$ cat config.mk
export PLATFORM = sky130hd
export DESIGN_NAME = axi_to_mem_adapter
export DESIGN_NICKNAME = d
export VERILOG_FILES = /design/src/rtl/memory_island_pkg.sv /design/src/rtl/axi_to_mem_adapter.sv
export SDC_FILE = /design/constraint.sdc
export NUM_CORES = 1
export LEC_CHECK = 0
export ABC_AREA = 0
export BUFFER_PORTS_ARGS = -buffer_cell sky130_fd_sc_hd__buf_2
export CELL_PAD_IN_SITES_DETAIL_PLACEMENT = 1
export CELL_PAD_IN_SITES_GLOBAL_PLACEMENT = 1
export CORE_AREA = 3 3 139 141
export DETAILED_ROUTE_END_ITERATION = 7
export DIE_AREA = 0 0 142 144
export PLACE_DENSITY = 0.81
export SLEW_MARGIN = 25
export SYNTH_ARGS = -nofsm -noshare
export SYNTH_HDL_FRONTEND = slang
export SYNTH_SLANG_ARGS = --single-unit
$ cat constraint.sdc
create_clock -name clk_i -period 5.35 [get_ports clk_i]
set_input_delay 0.2675 -clock clk_i [delete_from_list [all_inputs] [get_ports clk_i]]
set_output_delay 0.2675 -clock clk_i [all_outputs]
set_load 0.03 [all_outputs]
$ cat src/rtl/memory_island_pkg.sv
package memory_island_pkg;

    // --------------------
    // Widths
    // --------------------
    // Byte address, taken modulo the memory size inside the core
    localparam int unsigned AddrWidth       = 32;
    localparam int unsigned NarrowDataWidth = 32;
    localparam int unsigned WideDataWidth   = 64;
    localparam int unsigned NarrowStrbWidth = NarrowDataWidth / 8;
    localparam int unsigned WideStrbWidth   = WideDataWidth / 8;

    // OKAY code, the only response this island returns
    localparam logic [1:0] AxiRespOkay = 2'b00;

    // --------------------
    // Memory protocol
    // --------------------
    // Narrow word request, one bank
    typedef struct packed {
        logic                       req;
        logic                       we;
        logic [AddrWidth-1:0]       addr;
        logic [NarrowDataWidth-1:0] wdata;
        logic [NarrowStrbWidth-1:0] be;
    } mem_narrow_req_t;

    // gnt is combinational, rvalid one beat later
    typedef struct packed {
        logic                       gnt;
        logic                       rvalid;
        logic [NarrowDataWidth-1:0] rdata;
    } mem_narrow_rsp_t;

    // Wide word request, covers an even-aligned bank pair
    typedef struct packed {
        logic                     req;
        logic                     we;
        logic [AddrWidth-1:0]     addr;
        logic [WideDataWidth-1:0] wdata;
        logic [WideStrbWidth-1:0] be;
    } mem_wide_req_t;

    typedef struct packed {
        logic                     gnt;
        logic                     rvalid;
        logic [WideDataWidth-1:0] rdata;
    } mem_wide_rsp_t;

    // --------------------
    // AXI-Lite
    // --------------------
    // Master to slave, single-beat channels only
    typedef struct packed {
        logic                       aw_valid;
        logic [AddrWidth-1:0]       aw_addr;
        logic                       w_valid;
        logic [NarrowDataWidth-1:0] w_data;
        logic [NarrowStrbWidth-1:0] w_strb;
        logic                       b_ready;
        logic                       ar_valid;
        logic [AddrWidth-1:0]       ar_addr;
        logic                       r_ready;
    } axi_lite_req_t;

    // Slave to master
    typedef struct packed {
        logic                       aw_ready;
        logic                       w_ready;
        logic                       b_valid;
        logic [1:0]                 b_resp;
        logic                       ar_ready;
        logic                       r_valid;
        logic [NarrowDataWidth-1:0] r_data;
        logic [1:0]                 r_resp;
    } axi_lite_rsp_t;

endpackage

$ cat src/rtl/axi_to_mem_adapter.sv
`timescale 1ns/1ns

module axi_to_mem_adapter import memory_island_pkg::*; #(
    // 1 gives separate write and read ports, 0 one shared port
    parameter bit  ReadWrite = 1'b1,
    parameter type axi_req_t = axi_lite_req_t,
    parameter type axi_rsp_t = axi_lite_rsp_t,
    parameter type mem_req_t = mem_narrow_req_t,
    parameter type mem_rsp_t = mem_narrow_rsp_t
)(
    input  logic                   clk_i,
    input  logic                   rst_n_i,
    input  axi_req_t               axi_req_i,
    output axi_rsp_t               axi_rsp_o,
    output mem_req_t [ReadWrite:0] mem_req_o,
    input  mem_rsp_t [ReadWrite:0] mem_rsp_i
);

    typedef enum logic [1:0] {W_IDLE, W_REQ, W_WAIT, W_RESP} wr_state_e;
    typedef enum logic [1:0] {R_IDLE, R_REQ, R_WAIT, R_RESP} rd_state_e;

    wr_state_e wr_state_q;
    rd_state_e rd_state_q;

    // Captured transaction payloads
    logic [AddrWidth-1:0]       wr_addr_q;
    logic [NarrowDataWidth-1:0] wr_data_q;
    logic [NarrowStrbWidth-1:0] wr_strb_q;
    logic [AddrWidth-1:0]       rd_addr_q;
    logic [NarrowDataWidth-1:0] rd_data_q;

    logic     aw_take, ar_take;
    logic     wr_pend, rd_pend;
    logic     wr_gnt, wr_rvalid;
    logic     rd_gnt, rd_rvalid;
    logic [NarrowDataWidth-1:0] rd_rdata;
    mem_req_t wr_mem, rd_mem;

    // aw and w only together, and only with no write in flight
    assign aw_take = (wr_state_q == W_IDLE) && axi_req_i.aw_valid && axi_req_i.w_valid;
    assign ar_take = (rd_state_q == R_IDLE) && axi_req_i.ar_valid;
    assign wr_pend = (wr_state_q == W_REQ);
    assign rd_pend = (rd_state_q == R_REQ);

    // --------------------
    // Write machine
    // --------------------
    always_ff @(posedge clk_i) begin
        if (!rst_n_i) begin
            wr_state_q <= W_IDLE;
        end else begin
            case (wr_state_q)
                W_IDLE:  if (aw_take) wr_state_q <= W_REQ;
                W_REQ:   if (wr_gnt) wr_state_q <= W_WAIT;
                // Write ack comes back as rvalid
                W_WAIT:  if (wr_rvalid) wr_state_q <= W_RESP;
                W_RESP:  if (axi_req_i.b_ready) wr_state_q <= W_IDLE;
                default: wr_state_q <= W_IDLE;
            endcase
        end
    end

    always_ff @(posedge clk_i) begin
        if (aw_take) begin
            wr_addr_q <= axi_req_i.aw_addr;
            wr_data_q <= axi_req_i.w_data;
            wr_strb_q <= axi_req_i.w_strb;
        end
    end

    // --------------------
    // Read machine
    // --------------------
    always_ff @(posedge clk_i) begin
        if (!rst_n_i) begin
            rd_state_q <= R_IDLE;
        end else begin
            case (rd_state_q)
                R_IDLE:  if (ar_take) rd_state_q <= R_REQ;
                R_REQ:   if (rd_gnt) rd_state_q <= R_WAIT;
                R_WAIT:  if (rd_rvalid) rd_state_q <= R_RESP;
                R_RESP:  if (axi_req_i.r_ready) rd_state_q <= R_IDLE;
                default: rd_state_q <= R_IDLE;
            endcase
        end
    end

    always_ff @(posedge clk_i) begin
        if (ar_take) begin
            rd_addr_q <= axi_req_i.ar_addr;
        end
        // Held stable through R_RESP
        if (rd_state_q == R_WAIT && rd_rvalid) begin
            rd_data_q <= rd_rdata;
        end
    end

    // Memory requests of both machines
    always_comb begin
        wr_mem       = '0;
        wr_mem.req   = wr_pend;
        wr_mem.we    = 1'b1;
        wr_mem.addr  = wr_addr_q;
        wr_mem.wdata = wr_data_q;
        wr_mem.be    = wr_strb_q;
        rd_mem       = '0;
        rd_mem.req   = rd_pend;
        rd_mem.addr  = rd_addr_q;
        rd_mem.be    = '1;
    end

    // --------------------
    // Port mapping
    // --------------------
    if (ReadWrite) begin : g_split
        // Port 0 writes, port 1 reads
        assign mem_req_o[0] = wr_mem;
        assign mem_req_o[1] = rd_mem;
        assign wr_gnt       = mem_rsp_i[0].gnt;
        assign wr_rvalid    = mem_rsp_i[0].rvalid;
        assign rd_gnt       = mem_rsp_i[1].gnt;
        assign rd_rvalid    = mem_rsp_i[1].rvalid;
        assign rd_rdata     = mem_rsp_i[1].rdata;
    end else begin : g_shared
        // Owner keeps the port from request until its rvalid
        logic busy_q, own_rd_q, prio_rd_q;
        logic pick_rd, sel_rd;

        assign pick_rd      = rd_pend && (!wr_pend || prio_rd_q);
        assign sel_rd       = busy_q ? own_rd_q : pick_rd;
        assign mem_req_o[0] = sel_rd ? rd_mem : wr_mem;
        assign wr_gnt       = !sel_rd && mem_rsp_i[0].gnt;
        assign wr_rvalid    = !sel_rd && mem_rsp_i[0].rvalid;
        assign rd_gnt       = sel_rd && mem_rsp_i[0].gnt;
        assign rd_rvalid    = sel_rd && mem_rsp_i[0].rvalid;
        assign rd_rdata     = mem_rsp_i[0].rdata;

        always_ff @(posedge clk_i) begin
            if (!rst_n_i) begin
                busy_q    <= 1'b0;
                own_rd_q  <= 1'b0;
                prio_rd_q <= 1'b0;
            end else if (!busy_q && (wr_pend || rd_pend)) begin
                busy_q    <= 1'b1;
                own_rd_q  <= pick_rd;
                // Other kind wins the next contest
                prio_rd_q <= !pick_rd;
            end else if (busy_q && mem_rsp_i[0].rvalid) begin
                busy_q <= 1'b0;
            end
        end
    end

    // AXI responses, always OKAY
    always_comb begin
        axi_rsp_o          = '0;
        axi_rsp_o.aw_ready = aw_take;
        axi_rsp_o.w_ready  = aw_take;
        axi_rsp_o.b_valid  = (wr_state_q == W_RESP);
        axi_rsp_o.b_resp   = AxiRespOkay;
        axi_rsp_o.ar_ready = ar_take;
        axi_rsp_o.r_valid  = (rd_state_q == R_RESP);
        axi_rsp_o.r_data   = rd_data_q;
        axi_rsp_o.r_resp   = AxiRespOkay;
    end

endmodule

==> results of run 1 <==
[stage by stage]
step | total power, mW | setup slack [ps]
after floorplan | 2.04 | 2460
after global placement | 2.24 | 3190
after detailed placement | 2.28 | 3050
after CTS | 3.46 | 2920
after global routing | 3.56 | 2820
final | 3.41 | 2970
[worst max path at each step]
| stage | start | end | slack (ps) | cells after the start |
|---|---|---|---|---|
| 6_report | wr_state_q[0] | axi_rsp_o[40] | 2970 | 4 |
| 5_1_grt | wr_state_q[0] | axi_rsp_o[39] | 2820 | 4 |
| 4_1_cts | wr_state_q[0] | axi_rsp_o[39] | 2920 | 4 |
| 3_5_place_dp | wr_state_q[0] | wr_addr_q[30] | 3050 | 4 |
| 3_3_place_gp | wr_state_q[0] | wr_data_q[8] | 3190 | 4 |
| 2_1_floorplan | wr_state_q[0] | axi_rsp_o[39] | 2460 | 4 |
[Yosys cell counts]
master,instances
a2111oi_4,1
a21boi_0,1
and2_1,1
and2_2,1
and3_1,1
buf_4,47
conb_1,2
dfxtp_1,4
edfxtp_1,132
ha_1,8
inv_1,5
mux2i_1,1
nand2_1,2
nand3_1,1
nor2_1,3
nor2b_1,6
nor2b_4,1
nor4_1,1
o211a_1,1
o21ai_0,1
o41ai_1,1
[state kept, by name, indices dropped and copies added, names as in the netlist]
register and count:
rd_addr_q 32, rd_data_q 32, rd_state_q 2, wr_addr_q 32
wr_data_q 32, wr_state_q 2, wr_strb_q 4
[placed cells by master (no fill, tap or decap), types with 2 or more instances in the layout]
master         count
clkbuf_16         17
dfxtp_1            4
clkinv_2           4
inv_1              5
bufinv_16          3
nor2b_1            6
clkinv_4           2
ha_1               8
edfxtp_1         132
buf_4              2
conb_1            42
clkinvlp_4         2
buf_2            281
dlygate4sd3_1      2
nand2_1            2
nor2_1             3
[critical path, stage by stage, from the launching register on]
cell and delay [ps]:
dfxtp_1 340, inv_1 90, ha_1 210, and3_2 730, buf_2 330
[cell families (layout without fill, tap and decap cells)]
| family | count (synthesis) | after routing | synth area share |
|---|---|---|---|
| DFF | 136 | 136 | 0.862 |
| other | 2 | 43 | 0.00160 |
| adders and majority gates | 8 | 8 | 0.0213 |
| and+or+nand+nor | 17 | 17 | 0.0216 |
| AOI/OAI and AO/OA | 5 | 5 | 0.0125 |
| buffers and inverters | 52 | 321 | 0.0792 |
| muxes | 1 | 1 | 0.00213 |
[report_power, final]
group | switching (mW) | internal (mW) | leakage (nW)
registers | 0.0555 | 1.39 | 1.26
logic | 0.604 | 0.204 | 1.41
clock network | 0.432 | 0.727 | 0.283
total | 1.09 | 2.32 | 2.96
[cell type report]
| type | instances | share of cell area |
|---|---|---|
| inverters | 5 | 0.00276 |
| flip-flops and latches | 136 | 0.594 |
| multi-input cells | 73 | 0.0631 |
| clock inverters | 13 | 0.0228 |
| well taps | 229 | 0.0421 |
| clock buffers | 18 | 0.0631 |
| repair buffers | 285 | 0.212 |
| diodes | 1 | 0.000368 |
[timing repair]
| item | in CTS | in global routing |
|---|---|---|
| endpoints found under the hold margin | 2 | 0 |
| hold buffers | 2 | 0 |
| setup buffers | 0 | 0 |
[per-layer routing]
metal,up-vias,routed length [um]
met5,-,13
met4,2,301
met3,25,1400
met2,195,7540
met1,1425,4790
li1,1329,-
==> impl_metrics.json, run 1 <==
{
  "status": "finished clean",
  "r2r_end": "wr_data_q[31]",
  "antenna_found_initial": 2,
  "post-route-util": 0.376,
  "io_pins": 356,
  "vias": 2976,
  "drv_cap": 0,
  "dp_hpwl_mm": 11.3,
  "cts_resized": 0,
  "placed_cell_area_mm2": 0.00620,
  "row_count": 49,
  "ys_types": 21,
  "fin_area_mm2": 0.00681,
  "layout_min_cycle_time_ps": 2380,
  "critPathMaxFanout": 35,
  "grt_max_degree": 37,
  "track_usage": 0.131,
  "portBuffers": 281,
  "required_ps": 5080,
  "critPathArrivalTime_ps": 2110,
  "finalSetupTns_ps": 0,
  "syn_to_final_growth_pct": 45.0,
  "r2r_setup_slack_ps": 3080,
  "fin_cells": 760,
  "min_to": "rd_data_q[7]",
  "h-tree-depth": 4,
  "multi_input_area_um2": 429,
  "grtUsageMet1": 0.134,
  "clk_pin_slew_ps": 60,
  "period_share": 0.444,
  "slew_violations": 0,
  "gp_congestion": 0.788,
  "path_class": "flop to output pin",
  "hold_depth": 1,
  "drive_gt1_frac": 0.596,
  "drtIter0Drc": 151,
  "root_buffer": "clkbuf_16",
  "initial_core_util": 0.259,
  "syn-mean-instance-area_um2": 21.2,
  "dpl.cell_count": 726,
  "numCtsBuffers": 17,
  "post-synth-top-area-fraction": 0.845,
  "vias_per_cell": 3.92,
  "insertion_delay_ps": 420,
  "die_w_um": 142,
  "endpoint_kind": "output pin",
  "cts_tree": "built",
  "dieArea_mm2": 0.0204,
  "busiest_layer": "met2",
  "p_leak_nw": 2.96,
  "grt_overflow": 0,
  "max_freq_mhz": 421,
  "synth.area.top_cells": "edfxtp_1 (84%), buf_4 (7.5%), ha_1 (2.1%)",
  "routed_wl_mm": 14.0,
  "syn_inst": 221,
  "finalSetupViolations": 0,
  "seq_area_mm2": 0.00404,
  "die_y_um": 144,
  "critPathLaunchType": "flop",
  "met2_usage": 0.235,
  "reg2reg_depth": 4,
  "firstDrtPassIters": 4,
  "clock_path_buffers": 2,
  "whs_ps": 26.5,
  "ir_worst_vdd_mv": 0.184,
  "synth-seq-cells": 136,
  "worst_pin_slew_ps": 790,
  "hold_class": "input port to flop",
  "wl_per_cell_um": 18.5,
  "grt_pass1_vias": 3101,
  "yosysTopAreaCell": "edfxtp_1",
  "rr_startpoint": "wr_state_q[0]",
  "rsz0062_at_grt": "false",
  "ant_nets": 0,
  "hold_violations": 0,
  "yosysWarnings": 0,
  "min_from": "mem_rsp_i[41]",
  "n_fill_cell": 1923,
  "nets": 701,
  "relSlewSlack": 0.473,
  "synth_area_mm2": 0.00469,
  "clkSinkCount": 136,
  "coreArea_mm2": 0.0181,
  "power_density_mw_per_mm2": 501,
  "clock_skew_ps": 8.25,
  "grt_first_pass_wirelength_mm": 19.2,
  "seq_area_frac_synth": 0.862,
  "use_met3": 0.0513,
  "drc": 0
}
Note: power is estimated with default switching activity, not from simulation.
==> inputs of run 2 (changes only) <==
--- a/config.mk
+++ b/config.mk
@@ -9,10 +9,11 @@
 export BUFFER_PORTS_ARGS = -buffer_cell sky130_fd_sc_hd__buf_2
 export CELL_PAD_IN_SITES_DETAIL_PLACEMENT = 1
 export CELL_PAD_IN_SITES_GLOBAL_PLACEMENT = 1
-export CORE_AREA = 3 3 139 141
+export CORE_ASPECT_RATIO = 0.6
+export CORE_MARGIN = 3
+export CORE_UTILIZATION = 27
 export DETAILED_ROUTE_END_ITERATION = 7
-export DIE_AREA = 0 0 142 144
-export PLACE_DENSITY = 0.81
+export PLACE_DENSITY = 0.87
 export SLEW_MARGIN = 25
 export SYNTH_ARGS = -nofsm -noshare
 export SYNTH_HDL_FRONTEND = slang
==> constraint.sdc (replaced) <==
create_clock -name clk_i -period 2 [get_ports clk_i]
set_input_delay 0.1 -clock clk_i [delete_from_list [all_inputs] [get_ports clk_i]]
set_output_delay 0.1 -clock clk_i [all_outputs]
set_load 0.03 [all_outputs]
==> impl_metrics.json, run 2 (same netlist as run 1, synthesis figures left out) <==
{
  "status": "finished clean",
  "io_pins": 356,
  "numCtsBuffers": 17,
  "p_leak_nw": 3.53,
  "dieArea_mm2": 0.0191,
  "clkSinkCount": 136,
  "max_freq_mhz": 533,
  "dp_hpwl_mm": 10.3,
  "clk_pin_slew_ps": 70,
  "root_buffer": "clkbuf_16",
  "portBuffers": 281,
  "vias": 3468,
  "critPathLaunchType": "flop",
  "mostFrequentLayoutCell": "buf_2",
  "syn_to_final_growth_pct": 74.4,
  "wl_per_cell_um": 18.5,
  "initial_core_util": 0.282,
  "h-tree-depth": 4,
  "grt_pass1_vias": 4056,
  "n_fill_cell": 1721,
  "required_ps": 1900,
  "cts_resized": 0,
  "endpoint_kind": "output pin",
  "die_y_um": 108,
  "drc": 0,
  "row_count": 36,
  "post-route-util": 0.492,
  "drtIter0Drc": 222,
  "ant_nets": 0,
  "cts_tree": "built",
  "gp_congestion": 0.798,
  "power_mw": 9.43,
  "finalSetupViolations": 0,
  "ir_worst_vdd_mv": 0.440,
  "final_cell_mix": "buf_2 (281), dlygate4sd3_1 (133), edfxtp_1 (132)",
  "clock_skew_ps": 12.6,
  "multi_input_area_um2": 429,
  "slew_violations": 0,
  "hold_class": "input port to flop",
  "die_w_um": 176,
  "finalSetupTns_ps": 0,
  "worst_pin_slew_ps": 495,
  "routed_wl_mm": 16.6,
  "drv_cap": 0,
  "drive_gt1_frac": 0.485,
  "period_share": 0.938,
  "relSlewSlack": 0.667,
  "vias_per_cell": 3.87,
  "antenna_found_initial": 4,
  "nets": 836,
  "seq_area_mm2": 0.00404,
  "fin_ws_ps": 124,
  "layout_min_cycle_time_ps": 1880,
  "coreArea_mm2": 0.0166,
  "hold_violations": 0,
  "grt_overflow": 0,
  "path_class": "flop to output pin",
  "critPathArrivalTime_ps": 1780,
  "critPathMaxFanout": 28,
  "grt_max_degree": 56,
  "rsz0062_at_grt": "false",
  "place_ws_ps": 379,
  "grt_first_pass_wirelength_mm": 23.4,
  "insertion_delay_ps": 400,
  "clock_path_buffers": 2,
  "power_density_mw_per_mm2": 1150,
  "track_usage": 0.167,
  "firstDrtPassIters": 4
}
run 2: changes by cell type in the layout (fill, tap and decap cells not counted), sizes merged:
cell	previous run	this run
buf	283	286
bufinv	3	1
clkinv	7	4
diode	1	3
inv	6	13
dlygate4sd3	2	133
run 2: what timing repair did:
item                                    CTS  global route
hold buffers                            133             0
endpoints found under the setup margin    0             2
endpoints found under the hold margin   136             0
setup buffers                             0             0
run 2: stage by stage:
step / instance area, um^2 / hold slack (ps) / cells
after CTS: 8150 / 125 / 893
after detailed placement: 6230 / 278 / 728
after global routing: 8180 / 160 / 897
final: 8180 / 140 / 897
after floorplan: 4840 / 199 / 261
after global placement: 6230 / 276 / 728
run 2: path summary, 6_finish.rpt:
check / cells after the start / from / slack (ps) / end
worst max register to register: 6 / rd_state_q[0] / 390 / rd_state_q[1]
worst min register to register: 2 / wr_state_q[1] / 510 / wr_state_q[1]
worst max-delay path: 5 / wr_state_q[0] / 120 / axi_rsp_o[39]
worst min-delay path: 4 / axi_req_i[34] / 140 / wr_state_q[0]
run 2: critical path, cell delays in order, from the launching register on:
cell and delay [ps]:
dfxtp_1 340, inv_1 90, ha_1 180, and3_2 300, buf_12 210, buf_2 230
run 2: area by class of cell:
class                      instances  share of cell area
antenna                            3            0.000917
multi-input combinational         73              0.0524
clock inverter                    15              0.0197
timing repair buffer             420               0.344
tap                              228              0.0349
sequential                       136               0.494
inverter                           5             0.00229
clock buffer                      17              0.0520
run 2: per-layer routing:
metal  vias to the layer above  track usage  wire, um
li1                       1599            -         -
met1                      1660        0.168      5990
met2                       193        0.317      8930
met3                        14       0.0705      1500
met4                         2       0.0497       186
met5                         -            0        13
run 2: report_power, final:
part / total [mW] / leakage, nW / switching [mW] / internal (mW)
clock: 3.14 / 0.284 / 1.37 / 1.77
combinational: 2.43 / 1.99 / 1.67 / 0.759
sequential: 3.86 / 1.26 / 0.158 / 3.71
==> inputs of run 3 (changes only) <==
==> constraint.sdc (replaced) <==
create_clock -name clk_i -period 2 [get_ports clk_i]
set_input_delay 0.1 -clock clk_i [delete_from_list [all_inputs] [get_ports clk_i]]
set_output_delay 0.1 -clock clk_i [all_outputs]
set_load 0.02 [all_outputs]
==> impl_metrics.json, run 3 (same netlist as run 1, synthesis figures left out) <==
{
  "status": "finished clean",
  "root_buffer": "clkbuf_16",
  "insertion_delay_ps": 400,
  "p_leak_nw": 3.54,
  "crit_slowest_cell": "dfxtp_1",
  "mostFrequentLayoutCell": "buf_2",
  "n_fill_cell": 1721,
  "critPathArrivalTime_ps": 1730,
  "worst_pin_slew_ps": 510,
  "firstDrtPassIters": 4,
  "worstPathBufferInverterCount": 3,
  "clk_pin_slew_ps": 60,
  "endpoint_kind": "output pin",
  "die_w_um": 176,
  "dieArea_mm2": 0.0191,
  "grt_first_pass_wirelength_mm": 24.1,
  "placed_cell_area_mm2": 0.00623,
  "vias": 3538,
  "ir_worst_vdd_mv": 0.637,
  "final_cell_mix": "buf_2 (281), dlygate4sd3_1 (133), edfxtp_1 (132)",
  "cp_cell_sequence": "inv_1 > ha_1 > and3_4 > buf_16 > buf_2",
  "critPathLaunchType": "flop",
  "clock_skew_ps": 8.97,
  "required_ps": 1900,
  "drive_gt1_frac": 0.484,
  "track_usage": 0.173,
  "power_density_mw_per_mm2": 1120,
  "fin_area_mm2": 0.00821,
  "drtIter0Drc": 154,
  "whs_ps": 171,
  "hold_class": "input port to flop",
  "finalSetupTns_ps": 0,
  "max_freq_mhz": 545,
  "post_cts_buffers": 0,
  "routed_wl_mm": 17.0,
  "grt_overflow": 0,
  "rsz0062_at_grt": "false",
  "numCtsBuffers": 17,
  "slew_violations": 0,
  "post-route-util": 0.494,
  "clkSinkCount": 136,
  "die_y_um": 108,
  "h-tree-depth": 4,
  "wl_per_cell_um": 19.0,
  "coreArea_mm2": 0.0166,
  "cp_top_family": "buffers and inverters",
  "row_count": 36,
  "layout_min_cycle_time_ps": 1830,
  "drc": 0,
  "ant_nets": 0,
  "period_share": 0.917,
  "vias_per_cell": 3.95,
  "grt_pass1_vias": 4015,
  "finalSetupViolations": 0,
  "portBuffers": 281,
  "syn_to_final_growth_pct": 75.0,
  "gp_congestion": 0.786,
  "path_class": "flop to output pin",
  "nets": 835,
  "grt_max_degree": 71,
  "antenna_found_initial": 3,
  "io_pins": 356,
  "initial_core_util": 0.282,
  "cpPeakStageDelay_ps": 350,
  "cts_tree": "built",
  "critPathMaxFanout": 35,
  "clock_path_buffers": 2,
  "hold_violations": 0,
  "drv_cap": 0,
  "relSlewSlack": 0.657,
  "dp_hpwl_mm": 10.5
}
## run 3: cell count changes in the layout (fill, tap and decap cells not counted), sizes merged
| cell | previous run | this run |
|---|---|---|
| bufinv | 1 | 2 |
| clkinv | 4 | 3 |
| buf | 286 | 285 |
## run 3: worst register-to-register path, stage by stage, from the launching register on
cell and delay [ps]:
dfxtp_1 390, inv_1 90, ha_1 230, nor2b_4 140
a2111oi_4 390, mux2i_1 240, nor2b_1 60
## run 3: what timing repair did
action | CTS | global route
hold endpoints to repair | 136 | 0
setup endpoints to repair | 0 | 2
resized for setup | 0 | 2
hold buffers | 133 | 0
## run 3: metrics by stage
step | worst slack, ps | power [mW] | cells
floorplan | 97.5 | 5.08 | 261
global placement | 427 | 5.66 | 727
detailed placement | 360 | 5.74 | 727
CTS | 26.2 | 9.26 | 892
global route | 27.2 | 9.64 | 896
finish | 166 | 9.22 | 896
## run 3: power breakdown
part | internal, mW | leakage, nW | total [mW] | switching [mW]
registers | 3.71 | 1.26 | 3.87 | 0.160
clock network | 1.90 | 0.295 | 3.25 | 1.35
logic | 0.762 | 1.99 | 2.10 | 1.34
total | 6.37 | 3.54 | 9.22 | 2.85
## run 3: final timing paths
kind / slack, ps / to / startpoint / cells past startpoint
worst max-delay path: 170 / axi_rsp_o[40] / wr_state_q[1] / 5
worst min register to register: 520 / wr_state_q[1] / wr_state_q[1] / 2
worst max register to register: 370 / rd_state_q[1] / rd_state_q[0] / 6
worst min-delay path: 170 / wr_state_q[0] / mem_rsp_i[33] / 4
## run 3: area by class of cell
cell class              instances  area [um^2]  area share
flip-flops and latches        136         4040       0.492
repair buffers                419         2810       0.343
multi-input cells              73          433      0.0527
clock buffers                  17          425      0.0518
well taps                     228          285      0.0347
clock inverters                15          185      0.0226
inverters                       5         18.8     0.00229
diodes                          3         7.51    0.000914
## run 3: per-layer routing
layer  track usage  wire, um
met1         0.172      5930
met2         0.323      9290
met3        0.0768      1520
met4        0.0559       310
met5             0         0
